File: config.mk
export PLATFORM = sky130hd
export DESIGN_NAME = id_stage
export DESIGN_NICKNAME = d
export VERILOG_FILES = /design/src/rtl/id_pkg.sv /design/src/rtl/id_stage.sv /design/src/rtl/id_out_reg.sv /design/src/rtl/hazard_unit.sv /design/src/rtl/reg_file.sv /design/src/rtl/inst_decoder.sv
export SDC_FILE = /design/constraint.sdc
export NUM_CORES = 2
export LEC_CHECK = 0
export BUFFER_PORTS_ARGS = -buffer_cell sky130_fd_sc_hd__buf_4
export CORE_UTILIZATION = 60
export CTS_BUF_LIST = sky130_fd_sc_hd__clkbuf_8
export DETAILED_ROUTE_END_ITERATION = 6
export GPL_TIMING_DRIVEN = 0
export PLACE_DENSITY_LB_ADDON = 0.25
export SKIP_LAST_GASP = 1
export SYNTH_ARGS = -nofsm -noshare
export SYNTH_HDL_FRONTEND = slang
export SYNTH_HIERARCHICAL = 1
export SYNTH_SLANG_ARGS = --single-unit
File: constraint.sdc
create_clock -name clock -period 4.9 [get_ports clock]
set_input_delay 0.98 -clock clock [delete_from_list [all_inputs] [get_ports clock]]
set_output_delay 0.98 -clock clock [all_outputs]
set_load 0.05 [all_outputs]
File: src/rtl/id_pkg.sv
// shared widths, encodings and packet types of the decode stage, compiled ahead of all rtl
`default_nettype none

package id_pkg;

	//////////////////////////////////////////////////////////////////////
	// widths and constants
	//////////////////////////////////////////////////////////////////////

	localparam int xlen      = 32;                            // data width
	localparam int reg_idx_w = 5;                             // register index width
	localparam logic [reg_idx_w-1:0] zero_reg = '0;           // x0 reads as zero
	localparam logic [xlen-1:0]      wfi_inst = 32'h1050_0073; // full wfi encoding

	//////////////////////////////////////////////////////////////////////
	// encodings
	//////////////////////////////////////////////////////////////////////

	// rv32i major opcodes, inst[6:0]
	typedef enum logic [6:0] {
		op_lui    = 7'b0110111,
		op_auipc  = 7'b0010111,
		op_jal    = 7'b1101111,
		op_jalr   = 7'b1100111,
		op_branch = 7'b1100011,
		op_load   = 7'b0000011,
		op_store  = 7'b0100011,
		op_imm    = 7'b0010011,
		op_reg    = 7'b0110011,
		op_system = 7'b1110011
	} opcode_e;

	typedef enum logic [3:0] {
		alu_add  = 4'h0,
		alu_sub  = 4'h1,
		alu_slt  = 4'h2,
		alu_sltu = 4'h3,
		alu_and  = 4'h4,
		alu_or   = 4'h5,
		alu_xor  = 4'h6,
		alu_sll  = 4'h7,
		alu_srl  = 4'h8,
		alu_sra  = 4'h9
	} alu_func_e;

	typedef enum logic [1:0] {
		opa_rs1  = 2'd0,
		opa_pc   = 2'd1,
		opa_zero = 2'd2
	} opa_sel_e;

	typedef enum logic {
		opb_rs2 = 1'b0,
		opb_imm = 1'b1  // imm already picked by the decoder
	} opb_sel_e;

	// where EX takes an operand from
	typedef enum logic [1:0] {
		fwd_none = 2'd0, // register file value
		fwd_ex   = 2'd1, // result of the instruction now in EX
		fwd_mem  = 2'd2  // result of the instruction now in MEM
	} fwd_sel_e;

	//////////////////////////////////////////////////////////////////////
	// packets
	//////////////////////////////////////////////////////////////////////

	typedef struct packed {
		logic [xlen-1:0] pc;
		logic [xlen-1:0] inst;
	} if_id_t;

	typedef struct packed {
		logic                 en;
		logic [reg_idx_w-1:0] idx;
		logic [xlen-1:0]      data;
	} wb_t;

	// one downstream stage as seen from decode
	typedef struct packed {
		logic                 valid;
		logic [reg_idx_w-1:0] dest_idx;
		logic                 rd_mem;   // a load sits in this stage
	} stage_dest_t;

	typedef struct packed {
		opa_sel_e        opa_sel;
		opb_sel_e        opb_sel;
		alu_func_e       alu_func;
		logic            has_dest;
		logic            uses_rs1;
		logic            uses_rs2;
		logic            rd_mem;
		logic            wr_mem;
		logic            cond_branch;
		logic            uncond_branch;
		logic            halt;
		logic            illegal;
		logic [xlen-1:0] imm;
	} ctrl_t;

	typedef struct packed {
		logic [xlen-1:0]      pc;
		logic [xlen-1:0]      inst;
		logic [xlen-1:0]      rs1_value;
		logic [xlen-1:0]      rs2_value;
		logic [xlen-1:0]      imm;
		logic [reg_idx_w-1:0] dest_idx;
		opa_sel_e             opa_sel;
		opb_sel_e             opb_sel;
		alu_func_e            alu_func;
		fwd_sel_e             fwd_a;
		fwd_sel_e             fwd_b;
		logic                 rd_mem;
		logic                 wr_mem;
		logic                 cond_branch;
		logic                 uncond_branch;
		logic                 halt;
		logic                 illegal;
	} id_ex_t;

endpackage

`default_nettype wire
File: src/rtl/id_stage.sv
// top of the single-issue decode stage, instances only, sits between fetch and execute
`timescale 1ns/1ps
`default_nettype none

module id_stage
	import id_pkg::*;
(
	input  logic        clock,
	input  logic        rst_n,
	input  if_id_t      if_pkt,
	input  logic        if_valid,
	output logic        if_ready,
	input  wb_t         wb,
	input  stage_dest_t ex_dest,   // instruction in EX
	input  stage_dest_t mem_dest,  // instruction in MEM
	output id_ex_t      id_pkt,
	output logic        id_valid,
	input  logic        id_ready
);

	//////////////////////////////////////////////////////////////////////
	// internal nets
	//////////////////////////////////////////////////////////////////////

	ctrl_t                ctrl;
	logic [reg_idx_w-1:0] rs1_idx, rs2_idx;
	logic [xlen-1:0]      rs1_value, rs2_value;
	fwd_sel_e             fwd_a, fwd_b;
	logic                 load_use;

	assign rs1_idx = if_pkt.inst[19:15];
	assign rs2_idx = if_pkt.inst[24:20];

	//////////////////////////////////////////////////////////////////////
	// blocks
	//////////////////////////////////////////////////////////////////////

	inst_decoder u_dec (
		.inst  (if_pkt.inst),
		.valid (if_valid),
		.ctrl  (ctrl)
	);

	reg_file u_rf (
		.clock     (clock),
		.rst_n     (rst_n),
		.rs1_idx   (rs1_idx),
		.rs2_idx   (rs2_idx),
		.wb        (wb),
		.rs1_value (rs1_value),
		.rs2_value (rs2_value)
	);

	hazard_unit u_haz (
		.ctrl     (ctrl),
		.rs1_idx  (rs1_idx),
		.rs2_idx  (rs2_idx),
		.ex_dest  (ex_dest),
		.mem_dest (mem_dest),
		.fwd_a    (fwd_a),
		.fwd_b    (fwd_b),
		.load_use (load_use)
	);

	id_out_reg u_out (
		.clock     (clock),
		.rst_n     (rst_n),
		.if_pkt    (if_pkt),
		.if_valid  (if_valid),
		.if_ready  (if_ready),
		.ctrl      (ctrl),
		.rs1_value (rs1_value),
		.rs2_value (rs2_value),
		.fwd_a     (fwd_a),
		.fwd_b     (fwd_b),
		.load_use  (load_use),
		.id_pkt    (id_pkt),
		.id_valid  (id_valid),
		.id_ready  (id_ready)
	);

endmodule

`default_nettype wire

File: src/rtl/id_out_reg.sv
// ID/EX pipeline register, forms the accept condition and holds the decoded packet under stall
`timescale 1ns/1ps
`default_nettype none

module id_out_reg
	import id_pkg::*;
(
	input  logic            clock,
	input  logic            rst_n,
	input  if_id_t          if_pkt,
	input  logic            if_valid,
	output logic            if_ready,
	input  ctrl_t           ctrl,
	input  logic [xlen-1:0] rs1_value,
	input  logic [xlen-1:0] rs2_value,
	input  fwd_sel_e        fwd_a,
	input  fwd_sel_e        fwd_b,
	input  logic            load_use,
	output id_ex_t          id_pkt,
	output logic            id_valid,
	input  logic            id_ready
);

	id_ex_t next_pkt;
	logic   accept;

	// open when empty or draining, closed on load-use
	assign if_ready = (!id_valid || id_ready) && !load_use;
	assign accept   = if_valid && if_ready;

	always_comb begin
		next_pkt               = '0;
		next_pkt.pc            = if_pkt.pc;
		next_pkt.inst          = if_pkt.inst;
		next_pkt.rs1_value     = rs1_value;
		next_pkt.rs2_value     = rs2_value;
		next_pkt.imm           = ctrl.imm;
		next_pkt.dest_idx      = ctrl.has_dest ? if_pkt.inst[11:7] : zero_reg; // rd
		next_pkt.opa_sel       = ctrl.opa_sel;
		next_pkt.opb_sel       = ctrl.opb_sel;
		next_pkt.alu_func      = ctrl.alu_func;
		next_pkt.fwd_a         = fwd_a;
		next_pkt.fwd_b         = fwd_b;
		next_pkt.rd_mem        = ctrl.rd_mem;
		next_pkt.wr_mem        = ctrl.wr_mem;
		next_pkt.cond_branch   = ctrl.cond_branch;
		next_pkt.uncond_branch = ctrl.uncond_branch;
		next_pkt.halt          = ctrl.halt;
		next_pkt.illegal       = ctrl.illegal;
	end

	always_ff @(posedge clock or negedge rst_n) begin
		if (!rst_n) begin
			id_valid <= 1'b0;
			id_pkt   <= '0;
		end else if (accept) begin
			id_valid <= 1'b1;
			id_pkt   <= next_pkt;
		end else if (id_ready) begin
			id_valid <= 1'b0;   // drained with nothing behind it
		end
	end

endmodule

`default_nettype wire

File: src/rtl/hazard_unit.sv
// forwarding select per alu operand and load-use stall against the EX and MEM destinations
`timescale 1ns/1ps
`default_nettype none

module hazard_unit
	import id_pkg::*;
(
	input  ctrl_t                ctrl,
	input  logic [reg_idx_w-1:0] rs1_idx,
	input  logic [reg_idx_w-1:0] rs2_idx,
	input  stage_dest_t          ex_dest,
	input  stage_dest_t          mem_dest,
	output fwd_sel_e             fwd_a,
	output fwd_sel_e             fwd_b,
	output logic                 load_use
);

	logic a_live, b_live;       // operand really read from a register
	logic rs1_ex_hit, rs2_ex_hit;

	// x0 never forwards
	function automatic logic hit(input logic [reg_idx_w-1:0] idx, input stage_dest_t st);
		hit = st.valid && (idx != zero_reg) && (st.dest_idx == idx);
	endfunction

	// EX is younger than MEM so it wins
	function automatic fwd_sel_e pick(input logic [reg_idx_w-1:0] idx, input logic live);
		if (!live)
			pick = fwd_none;
		else if (hit(idx, ex_dest))
			pick = fwd_ex;
		else if (hit(idx, mem_dest))
			pick = fwd_mem;
		else
			pick = fwd_none;
	endfunction

	assign a_live = ctrl.uses_rs1 && (ctrl.opa_sel == opa_rs1); // not pc / zero
	assign b_live = ctrl.uses_rs2;                             // also store data

	always_comb begin
		fwd_a = pick(rs1_idx, a_live);
		fwd_b = pick(rs2_idx, b_live);
	end

	//////////////////////////////////////////////////////////////////////
	// load-use
	//////////////////////////////////////////////////////////////////////

	// load data is not ready until MEM, so any used source waits a cycle
	assign rs1_ex_hit = ctrl.uses_rs1 && hit(rs1_idx, ex_dest);
	assign rs2_ex_hit = ctrl.uses_rs2 && hit(rs2_idx, ex_dest);
	assign load_use   = ex_dest.rd_mem && (rs1_ex_hit || rs2_ex_hit);

endmodule

`default_nettype wire

File: src/rtl/reg_file.sv
// 31-entry integer register file with two combinational reads and a write-through bypass
`timescale 1ns/1ps
`default_nettype none

module reg_file
	import id_pkg::*;
(
	input  logic                 clock,
	input  logic                 rst_n,
	input  logic [reg_idx_w-1:0] rs1_idx,
	input  logic [reg_idx_w-1:0] rs2_idx,
	input  wb_t                  wb,
	output logic [xlen-1:0]      rs1_value,
	output logic [xlen-1:0]      rs2_value
);

	logic [xlen-1:0] regs [1:31]; // x0 has no storage

	// one read port, x0 first, then the same-cycle writeback
	function automatic logic [xlen-1:0] read_port(input logic [reg_idx_w-1:0] idx);
		if (idx == zero_reg)
			read_port = '0;
		else if (wb.en && (wb.idx == idx))
			read_port = wb.data;   // bypass
		else
			read_port = regs[idx];
	endfunction

	always_comb begin
		rs1_value = read_port(rs1_idx);
		rs2_value = read_port(rs2_idx);
	end

	// writeback port, writes to x0 dropped
	always_ff @(posedge clock or negedge rst_n) begin
		if (!rst_n) begin
			for (int i = 1; i < 32; i++)
				regs[i] <= '0;
		end else if (wb.en && (wb.idx != zero_reg)) begin
			regs[wb.idx] <= wb.data;
		end
	end

endmodule

`default_nettype wire

File: src/rtl/inst_decoder.sv
// combinational rv32i decoder, turns one instruction word into control fields and immediate
`timescale 1ns/1ps
`default_nettype none

module inst_decoder
	import id_pkg::*;
(
	input  logic [xlen-1:0] inst,
	input  logic            valid,  // low gives a no-op
	output ctrl_t           ctrl
);

	opcode_e         opcode;
	logic [2:0]      funct3;
	logic [6:0]      funct7;
	logic [xlen-1:0] imm_i, imm_s, imm_b, imm_u, imm_j;

	assign opcode = opcode_e'(inst[6:0]);
	assign funct3 = inst[14:12];
	assign funct7 = inst[31:25];

	//////////////////////////////////////////////////////////////////////
	// immediate formats, all sign extended from inst[31]
	//////////////////////////////////////////////////////////////////////

	assign imm_i = {{20{inst[31]}}, inst[31:20]};
	assign imm_s = {{20{inst[31]}}, inst[31:25], inst[11:7]};
	assign imm_b = {{19{inst[31]}}, inst[31], inst[7], inst[30:25], inst[11:8], 1'b0};
	assign imm_u = {inst[31:12], 12'b0};
	assign imm_j = {{11{inst[31]}}, inst[31], inst[19:12], inst[20], inst[30:21], 1'b0};

	//////////////////////////////////////////////////////////////////////
	// control decode
	//////////////////////////////////////////////////////////////////////

	always_comb begin
		ctrl = '0;               // no-op, add rs1 + rs2 with nothing written
		ctrl.opa_sel  = opa_rs1;
		ctrl.opb_sel  = opb_rs2;
		ctrl.alu_func = alu_add;
		if (valid) begin
			case (opcode)
				op_lui: begin
					ctrl.has_dest = 1'b1;
					ctrl.opa_sel  = opa_zero;  // 0 + imm
					ctrl.opb_sel  = opb_imm;
					ctrl.imm      = imm_u;
				end
				op_auipc: begin
					ctrl.has_dest = 1'b1;
					ctrl.opa_sel  = opa_pc;
					ctrl.opb_sel  = opb_imm;
					ctrl.imm      = imm_u;
				end
				op_jal: begin
					ctrl.has_dest      = 1'b1;
					ctrl.opa_sel       = opa_pc;
					ctrl.opb_sel       = opb_imm;
					ctrl.imm           = imm_j;
					ctrl.uncond_branch = 1'b1;
				end
				op_jalr: begin
					ctrl.has_dest      = 1'b1;
					ctrl.uses_rs1      = 1'b1;
					ctrl.opb_sel       = opb_imm;
					ctrl.imm           = imm_i;
					ctrl.uncond_branch = 1'b1;
					ctrl.illegal       = (funct3 != 3'b000);
				end
				op_branch: begin
					ctrl.uses_rs1    = 1'b1;   // compare operands still come from rs1/rs2
					ctrl.uses_rs2    = 1'b1;
					ctrl.opa_sel     = opa_pc; // alu computes the target
					ctrl.opb_sel     = opb_imm;
					ctrl.imm         = imm_b;
					ctrl.cond_branch = 1'b1;
					ctrl.illegal     = (funct3 == 3'b010) || (funct3 == 3'b011);
				end
				op_load: begin
					ctrl.has_dest = 1'b1;
					ctrl.uses_rs1 = 1'b1;
					ctrl.opb_sel  = opb_imm;
					ctrl.imm      = imm_i;
					ctrl.rd_mem   = 1'b1;
					ctrl.illegal  = (funct3 == 3'b011) || (funct3[2:1] == 2'b11); // lb..lhu only
				end
				op_store: begin
					ctrl.uses_rs1 = 1'b1;
					ctrl.uses_rs2 = 1'b1;      // store data
					ctrl.opb_sel  = opb_imm;
					ctrl.imm      = imm_s;
					ctrl.wr_mem   = 1'b1;
					ctrl.illegal  = funct3[2] || (funct3 == 3'b011);
				end
				op_imm: begin
					ctrl.has_dest = 1'b1;
					ctrl.uses_rs1 = 1'b1;
					ctrl.opb_sel  = opb_imm;
					ctrl.imm      = imm_i;
					case (funct3)
						3'b000: ctrl.alu_func = alu_add;
						3'b010: ctrl.alu_func = alu_slt;
						3'b011: ctrl.alu_func = alu_sltu;
						3'b100: ctrl.alu_func = alu_xor;
						3'b110: ctrl.alu_func = alu_or;
						3'b111: ctrl.alu_func = alu_and;
						3'b001: begin
							ctrl.alu_func = alu_sll;
							ctrl.illegal  = (funct7 != 7'b0000000);
						end
						default: begin             // srli / srai, shamt in imm[4:0]
							ctrl.alu_func = funct7[5] ? alu_sra : alu_srl;
							ctrl.illegal  = ({funct7[6], funct7[4:0]} != 6'b0);
						end
					endcase
				end
				op_reg: begin
					ctrl.has_dest = 1'b1;
					ctrl.uses_rs1 = 1'b1;
					ctrl.uses_rs2 = 1'b1;
					case ({funct7, funct3})
						10'b0000000_000: ctrl.alu_func = alu_add;
						10'b0100000_000: ctrl.alu_func = alu_sub;
						10'b0000000_001: ctrl.alu_func = alu_sll;
						10'b0000000_010: ctrl.alu_func = alu_slt;
						10'b0000000_011: ctrl.alu_func = alu_sltu;
						10'b0000000_100: ctrl.alu_func = alu_xor;
						10'b0000000_101: ctrl.alu_func = alu_srl;
						10'b0100000_101: ctrl.alu_func = alu_sra;
						10'b0000000_110: ctrl.alu_func = alu_or;
						10'b0000000_111: ctrl.alu_func = alu_and;
						default:         ctrl.illegal  = 1'b1; // mul/div land here
					endcase
				end
				op_system: begin
					if (inst == wfi_inst) ctrl.halt = 1'b1;
					else ctrl.illegal = 1'b1;  // csr, ecall, ebreak unsupported
				end
				default: ctrl.illegal = 1'b1;
			endcase

			// an illegal instruction must not write anything downstream
			if (ctrl.illegal) begin
				ctrl.has_dest      = 1'b0;
				ctrl.rd_mem        = 1'b0;
				ctrl.wr_mem        = 1'b0;
				ctrl.cond_branch   = 1'b0;
				ctrl.uncond_branch = 1'b0;
			end
		end
	end

endmodule

`default_nettype wire

# After elaboration in Yosys (flattened, before gate mapping)
# Cells that the tools add are included.
op_classes:
  magnitude_cmp: 4
  n_bitwise: 3
  muxes: 46
  eq_ne: 33
  n_reduce_logical: 48
op_table:
  columns: ["op", "count"]
  rows:
  - ["bitwise mux 992 bit", 1]
  - ["binary-select mux 32 bit (select 5 bit)", 2]
  - ["two-way mux 32 bit", 9]
  - ["demux 32 bit (select 5 bit)", 1]
  - ["one-hot mux 32 bit (5 select lines)", 1]
  - ["two-way mux 48 bit", 1]
  - ["equality test 10 x 3 -> 1 bit (second input constant)", 4]
  - ["one-hot mux 4 bit (9 select lines)", 1]
  - ["equality test 32 x 29 -> 1 bit (second input constant)", 1]
  - ["equality test 5 bit", 6]
  - ["equality test 7 bit (second input constant)", 4]
  - ["one-hot mux 4 bit (7 select lines)", 1]
  - ["equality test 7 x 6 -> 1 bit (second input constant)", 3]
  - ["equality test 10 x 2 -> 1 bit (second input constant)", 2]
  - ["equality test 10 x 9 -> 1 bit (second input constant)", 2]
  - [">= comparator 6 bit (second input constant)", 3]
  - ["logical AND 1 bit", 18]
  - ["NOT 5 -> 6 bit", 3]
  - ["two-way mux 1 bit", 17]
  - ["nonzero test 5 bit", 3]
  - ["equality test 7 x 5 -> 1 bit (second input constant)", 2]
  - ["two-way mux 2 bit", 6]
  - ["OR reduction 3 bit", 4]
  - ["OR reduction 6 bit", 2]
  - ["27 further kinds", 37]
totals:
  inputBits: 120
  reg_bits: 1175
  elab_cells: 183
  output_inout_bits: 184

# Depth between registers and ports, before layout
depth:
  ltp_word: 14
  depth_mapped: 13
  mapped_depth_nobuf: 10

# By module
# Netlist, hierarchy kept.
by_module_without_submodules:
  columns: ["module", "seq_area_each_um2", "n_inst", "area_per_inst_um2", "cells_each"]
  rows:
  - ["reg_file", 24823.8, 1, 53740.3, 3760]
  - ["id_out_reg", 4579.4, 1, 6917.9, 399]
  - ["inst_decoder", 0.0, 1, 983.4, 182]
  - ["hazard_unit", 0.0, 1, 324.1, 46]

# Worst setup path after synthesis
# OpenSTA, ideal clock, no wires.
synth_path:
  path_type: "input port to output port"
  startpoint: "input port if_pkt[5] (netlist name)"
  endpoint: "output port if_ready"
  required_time_ns: 3.920
  path_buffers: 2
  stages: 10
  setup_slack_ns: 0.993
  arrival_time_ns: 2.927
  cell_sequence: "buf_2 -> and3b_1 -> clkbuf_1 -> nand2_1 -> a21boi_0 -> a31oi_1 -> nor2b_1 -> and2_1 -> a32o_1 -> nor2_1"
synth_rtl:
  columns: ["element", "line", "text"]
  rows:
  - ["start, declared", "id_stage.sv:10", "input if_id_t if_pkt,"]
  - ["end, declared", "id_stage.sv:12", "output logic if_ready,"]

# Worst setup path in the final report
layout_path:
  startpoint: "input port if_pkt[17] (netlist name)"
  endpoint: "register, netlist name u_out/id_pkt[115]"
layout_between:
  elab_cells_between_ends: 19
  cone_classes: "eq/ne: 2; mux: 5; bitwise: 1; reduce/logical: 11"
layout_rtl:
  columns: ["element", "line", "text"]
  rows:
  - ["NOT 5 -> 6 bit (not written as such)", "reg_file.sv:26", "read_port = regs[idx];"]
  - ["binary-select mux 32 bit (select 5 bit)", "reg_file.sv:26", null]
  - ["two-way mux 32 bit (not written as such) (2 in a row)", "reg_file.sv:26", null]
  - ["two-way mux 32 bit", "reg_file.sv:23", "else if (wb.en && (wb.idx == idx))"]
  - ["two-way mux 32 bit (*)", "reg_file.sv:21", "if (idx == zero_reg)"]
  - ["via rs1_value[29]", "id_stage.sv:27", "logic [xlen-1:0] rs1_value, rs2_value;"]
# Mark *: on every way through the listed nets, which the timed path passes. The rest lies on a longest branch. The select of a mux whose other input is x is not followed.
# A chain may end at the register's enable or synchronous reset.

==> flow_summary.yaml <==
floorplan:
  die_area_sq_mm: 0.1046
  die_w_um: 323.4
  rows: 117
  start_util_pct: 60.73
  die_height_um: 323.4
  core_area_sq_mm: 0.1020
  io_pins: 304
timing:
  setup_slack_ps: 394.1
  rsz0062_at_grt: "false"
  fin_skew_ps: 32.79
  hold_viol: 0
  fmax_ghz: 0.2219
  setup-tns-final_ps: 0
  min_period_ps: 4506
  report.final.slew_viol_count: 5
  worst_slew_margin_rel_pct: -0.3509
  tightest_slew_ps: 1502
  finalCritPeriodShare_pct: 91.96
  finalSetupViolations: 0
synth:
  yosysMostFrequentCell: "dfrtp_1"
  synth_common_cells: "dfrtp_1, mux2_2, mux4_2, clkbuf_1, mux2i_1"
  yosysSeqAreaShare_pct: 47.45
  syn_nets: 4507
  synthesis.area_sq_mm: 0.06197
  ys_ff_latch: 1175
  synth-edff-count: 0
  syn_area_per_cell_sq_um: 14.12
  yosysWarnings: 6
  synth.area.top_cells: "dfrtp_1, mux2_2, mux4_2"
  synth_top_flop_cell: "dfrtp_1"
  synth_cell_types: 72
  synth_top_cell_area_share_pct: 47.45
  synth_largest_area_cell: "dfrtp_1"
  async_reset_ff_share_pct: 100.0
  postSynthCellCount: 4387
placement:
  place_ws_ps: -171.3
  gp_congestion: 1.034
  dp_hpwl_um: 173000
  port_buffers: 296
  post_dp_cell_area_sq_mm: 0.06614
critical_path:
  crit_top_cell: "buf_2"
  cp_max_fo: 12
  startpoint: "if_pkt[17]"
  crit_chain: "buf_4 -> buf_2 -> buf_2 -> clkbuf_1 -> nor3_1 -> nor4_1 -> nand2_1 -> mux2i_1 -> mux2_2"
  crit_type: "input pin to register"
  cp_data_required_time_ps: 5730
  crit_arrival_ps: 5330
  r2r_start: "u_rf/regs[63]$_DFFE_PN0P_"
  critical_path_buf_inv_count: 4
  critPathCaptureType: "register"
  cp_top_family: "buffers and inverters"
  crit_slowest_cell: "clkbuf_1"
  max_stage_delay_ps: 1010
  startpoint_type: "input pin"
cts:
  cts-root-buf: "clkbuf_8"
  cts_sinks: 1175
  clkLatencyLatePin_ps: 910
  clk_path_buf_depth: 3
  numCtsBuffers: 193
  postCtsSetupBuffers: 0
  cts_tree: "yes"
  clk_pin_slew_ps: 60
  htreeDepth: 4
pwr:
  peakVddDrop_v: 0.0002780
  p_per_area_mw_per_mm2: 411.3
  power.leakage_nw: 31.11
grt:
  gr-usage-all-layers_pct: 44.57
  antenna_found_initial: 24
  grt_pass1_wl_um: 325000
  grt.met1_usage_pct: 57.94
  grt_pass1_vias: 44938
  grt_max_degree: 188
  grt_remaining_overflow: 0
  top_usage_layer: "met2"
  met3_usage_pct: 22.41
  use_met2_pct: 61.50
min_path:
  hold_path_class: "input pin to register"
  holdCritStartpoint: "if_pkt[61]"
final_layout:
  nNetsFinal: 5007
  areaGrowthSynthToFinish_pct: 13.00
  fin_area_sq_mm: 0.07002
  drive_gt1_share_pct: 46.34
route:
  drc_errors: 5
  dr.first_iter.drc_count: 6809
  drtAntennaViolNets: 0
  drt_wl_total_um: 231400
  firstDrtPassIters: 7
  wire_per_inst_um: 36.09
  num_vias: 45782
  viasPerCell: 7.140
run:
  maxCapViolations: 2
status:
  status: "finished, violations left"
  violations: "design-rule violations, max-capacitance violations, max-slew violations"
[cell usage in the layout (no fill, tap or decap), types with 10 or more instances in the layout]
cell	synthesis	routed
a211oi_1	19	19
a21oi_1	71	71
a221oi_1	105	105
a22o_1	16	16
a22oi_1	88	88
a311oi_1	14	14
a31oi_1	19	19
buf_1	54	54
buf_2	112	112
buf_4	55	350
buf_6	35	35
clkbuf_1	198	198
clkbuf_8	0	246
clkinv_2	0	13
dfrtp_1	1175	1175
diode_2	0	10
inv_1	13	85
mux2_1	106	106
mux2_2	1173	1173
mux2i_1	128	128
mux4_2	365	365
nand2_1	111	111
nand2b_1	16	16
nor2_1	90	90
nor2b_1	45	45
nor3_1	33	33
nor4_1	22	22
o21ai_0	84	84
o221a_1	15	15
o221ai_1	23	23
o22ai_1	30	30
o311ai_1	15	15
xnor2_1	19	19
[cells by family (layout without fill, tap and decap cells)]
family                 Yosys count  after routing  share of synthesized area [%]
multiplexers                  1772           1772                          38.58
XOR/XNOR                        28             28                         0.3958
AND/OR/NAND/NOR                400            400                          3.324
buffers and inverters          468           1115                          3.836
other                            0             10                              0
AO/OA/AOI/OAI                  544            544                          6.417
flip-flops                    1175           1175                          47.45
[final timing paths]
path / to / slack (ps) / cells after the start
setup / recovery: u_out/id_pkt[115]$_DFFE_PN0P_ / 390 / 9
hold reg to reg: u_out/id_pkt[94]$_DFFE_PN0P_ / 490 / 1
min in group asynchronous: u_out/id_pkt[179]$_DFFE_PN0P_ / 670 / 2
setup reg to reg: u_out/id_pkt[117]$_DFFE_PN0P_ / 2190 / 5
max in group asynchronous: u_rf/regs[151]$_DFFE_PN0P_ / 2340 / 4
hold / removal: u_out/id_pkt[179]$_DFFE_PN0P_ / 320 / 2
[worst register-to-register path, delay by kind of cell (launching register included)]
family,cells,cell delay (ps)
DFF,1,400
muxes,2,860
AOI/OAI and AO/OA,3,1350
[state kept, by name, indices dropped and copies added, names as in the netlist]
signal,count
u_rf/regs,992
u_out/id_valid,1
u_out/id_pkt,182
[metrics by stage]
step | hold WS, ps | std cells | utilization, % | total power, mW
6_report | 319.5 | 6412 | 68.62 | 28.80
5_1_grt | 288.3 | 6407 | 68.61 | 29.72
4_1_cts | 241.7 | 6402 | 68.60 | 28.56
3_5_place_dp | 476.0 | 6059 | 64.82 | 19.97
3_3_place_gp | 467.6 | 6051 | 64.59 | 19.70
2_1_floorplan | 489.1 | 4387 | - | 17.30
[per-layer routing]
| metal | share of wire [%] | up-vias | routed length [um] |
|---|---|---|---|
| met2 | 42 | 3481 | 96230 |
| met4 | 5.4 | 26 | 12510 |
| met3 | 16 | 705 | 36830 |
| met5 | 0.073 | - | 170 |
| met1 | 37 | 23677 | 85680 |
| li1 | - | 17893 | - |
[power breakdown]
part           total, mW  leakage (nW)  switching, mW  internal, mW
Sequential          13.0          15.0           1.42          11.5
Combinational       7.21          13.8           3.81          3.40
Clock               8.63          2.25           4.10          4.53
[final cells by class]
type / instances / area, sq um
fillers: 7272 / 32020
multi-input cells: 2744 / 30190
flip-flops and latches: 1175 / 29400
clock buffers: 246 / 3386
repair buffers: 305 / 2472
plain buffers: 455 / 2328
well taps: 1368 / 1712
clock inverters: 96 / 457.9
inverters: 13 / 48.80
diodes: 10 / 25.02
[repair_timing]
action	in CTS	in global routing
hold buffers	1	0
setup endpoints to repair	0	0
hold endpoints to repair	75	0
gates resized for setup	0	0
Note: power is estimated with default switching activity, not from simulation.
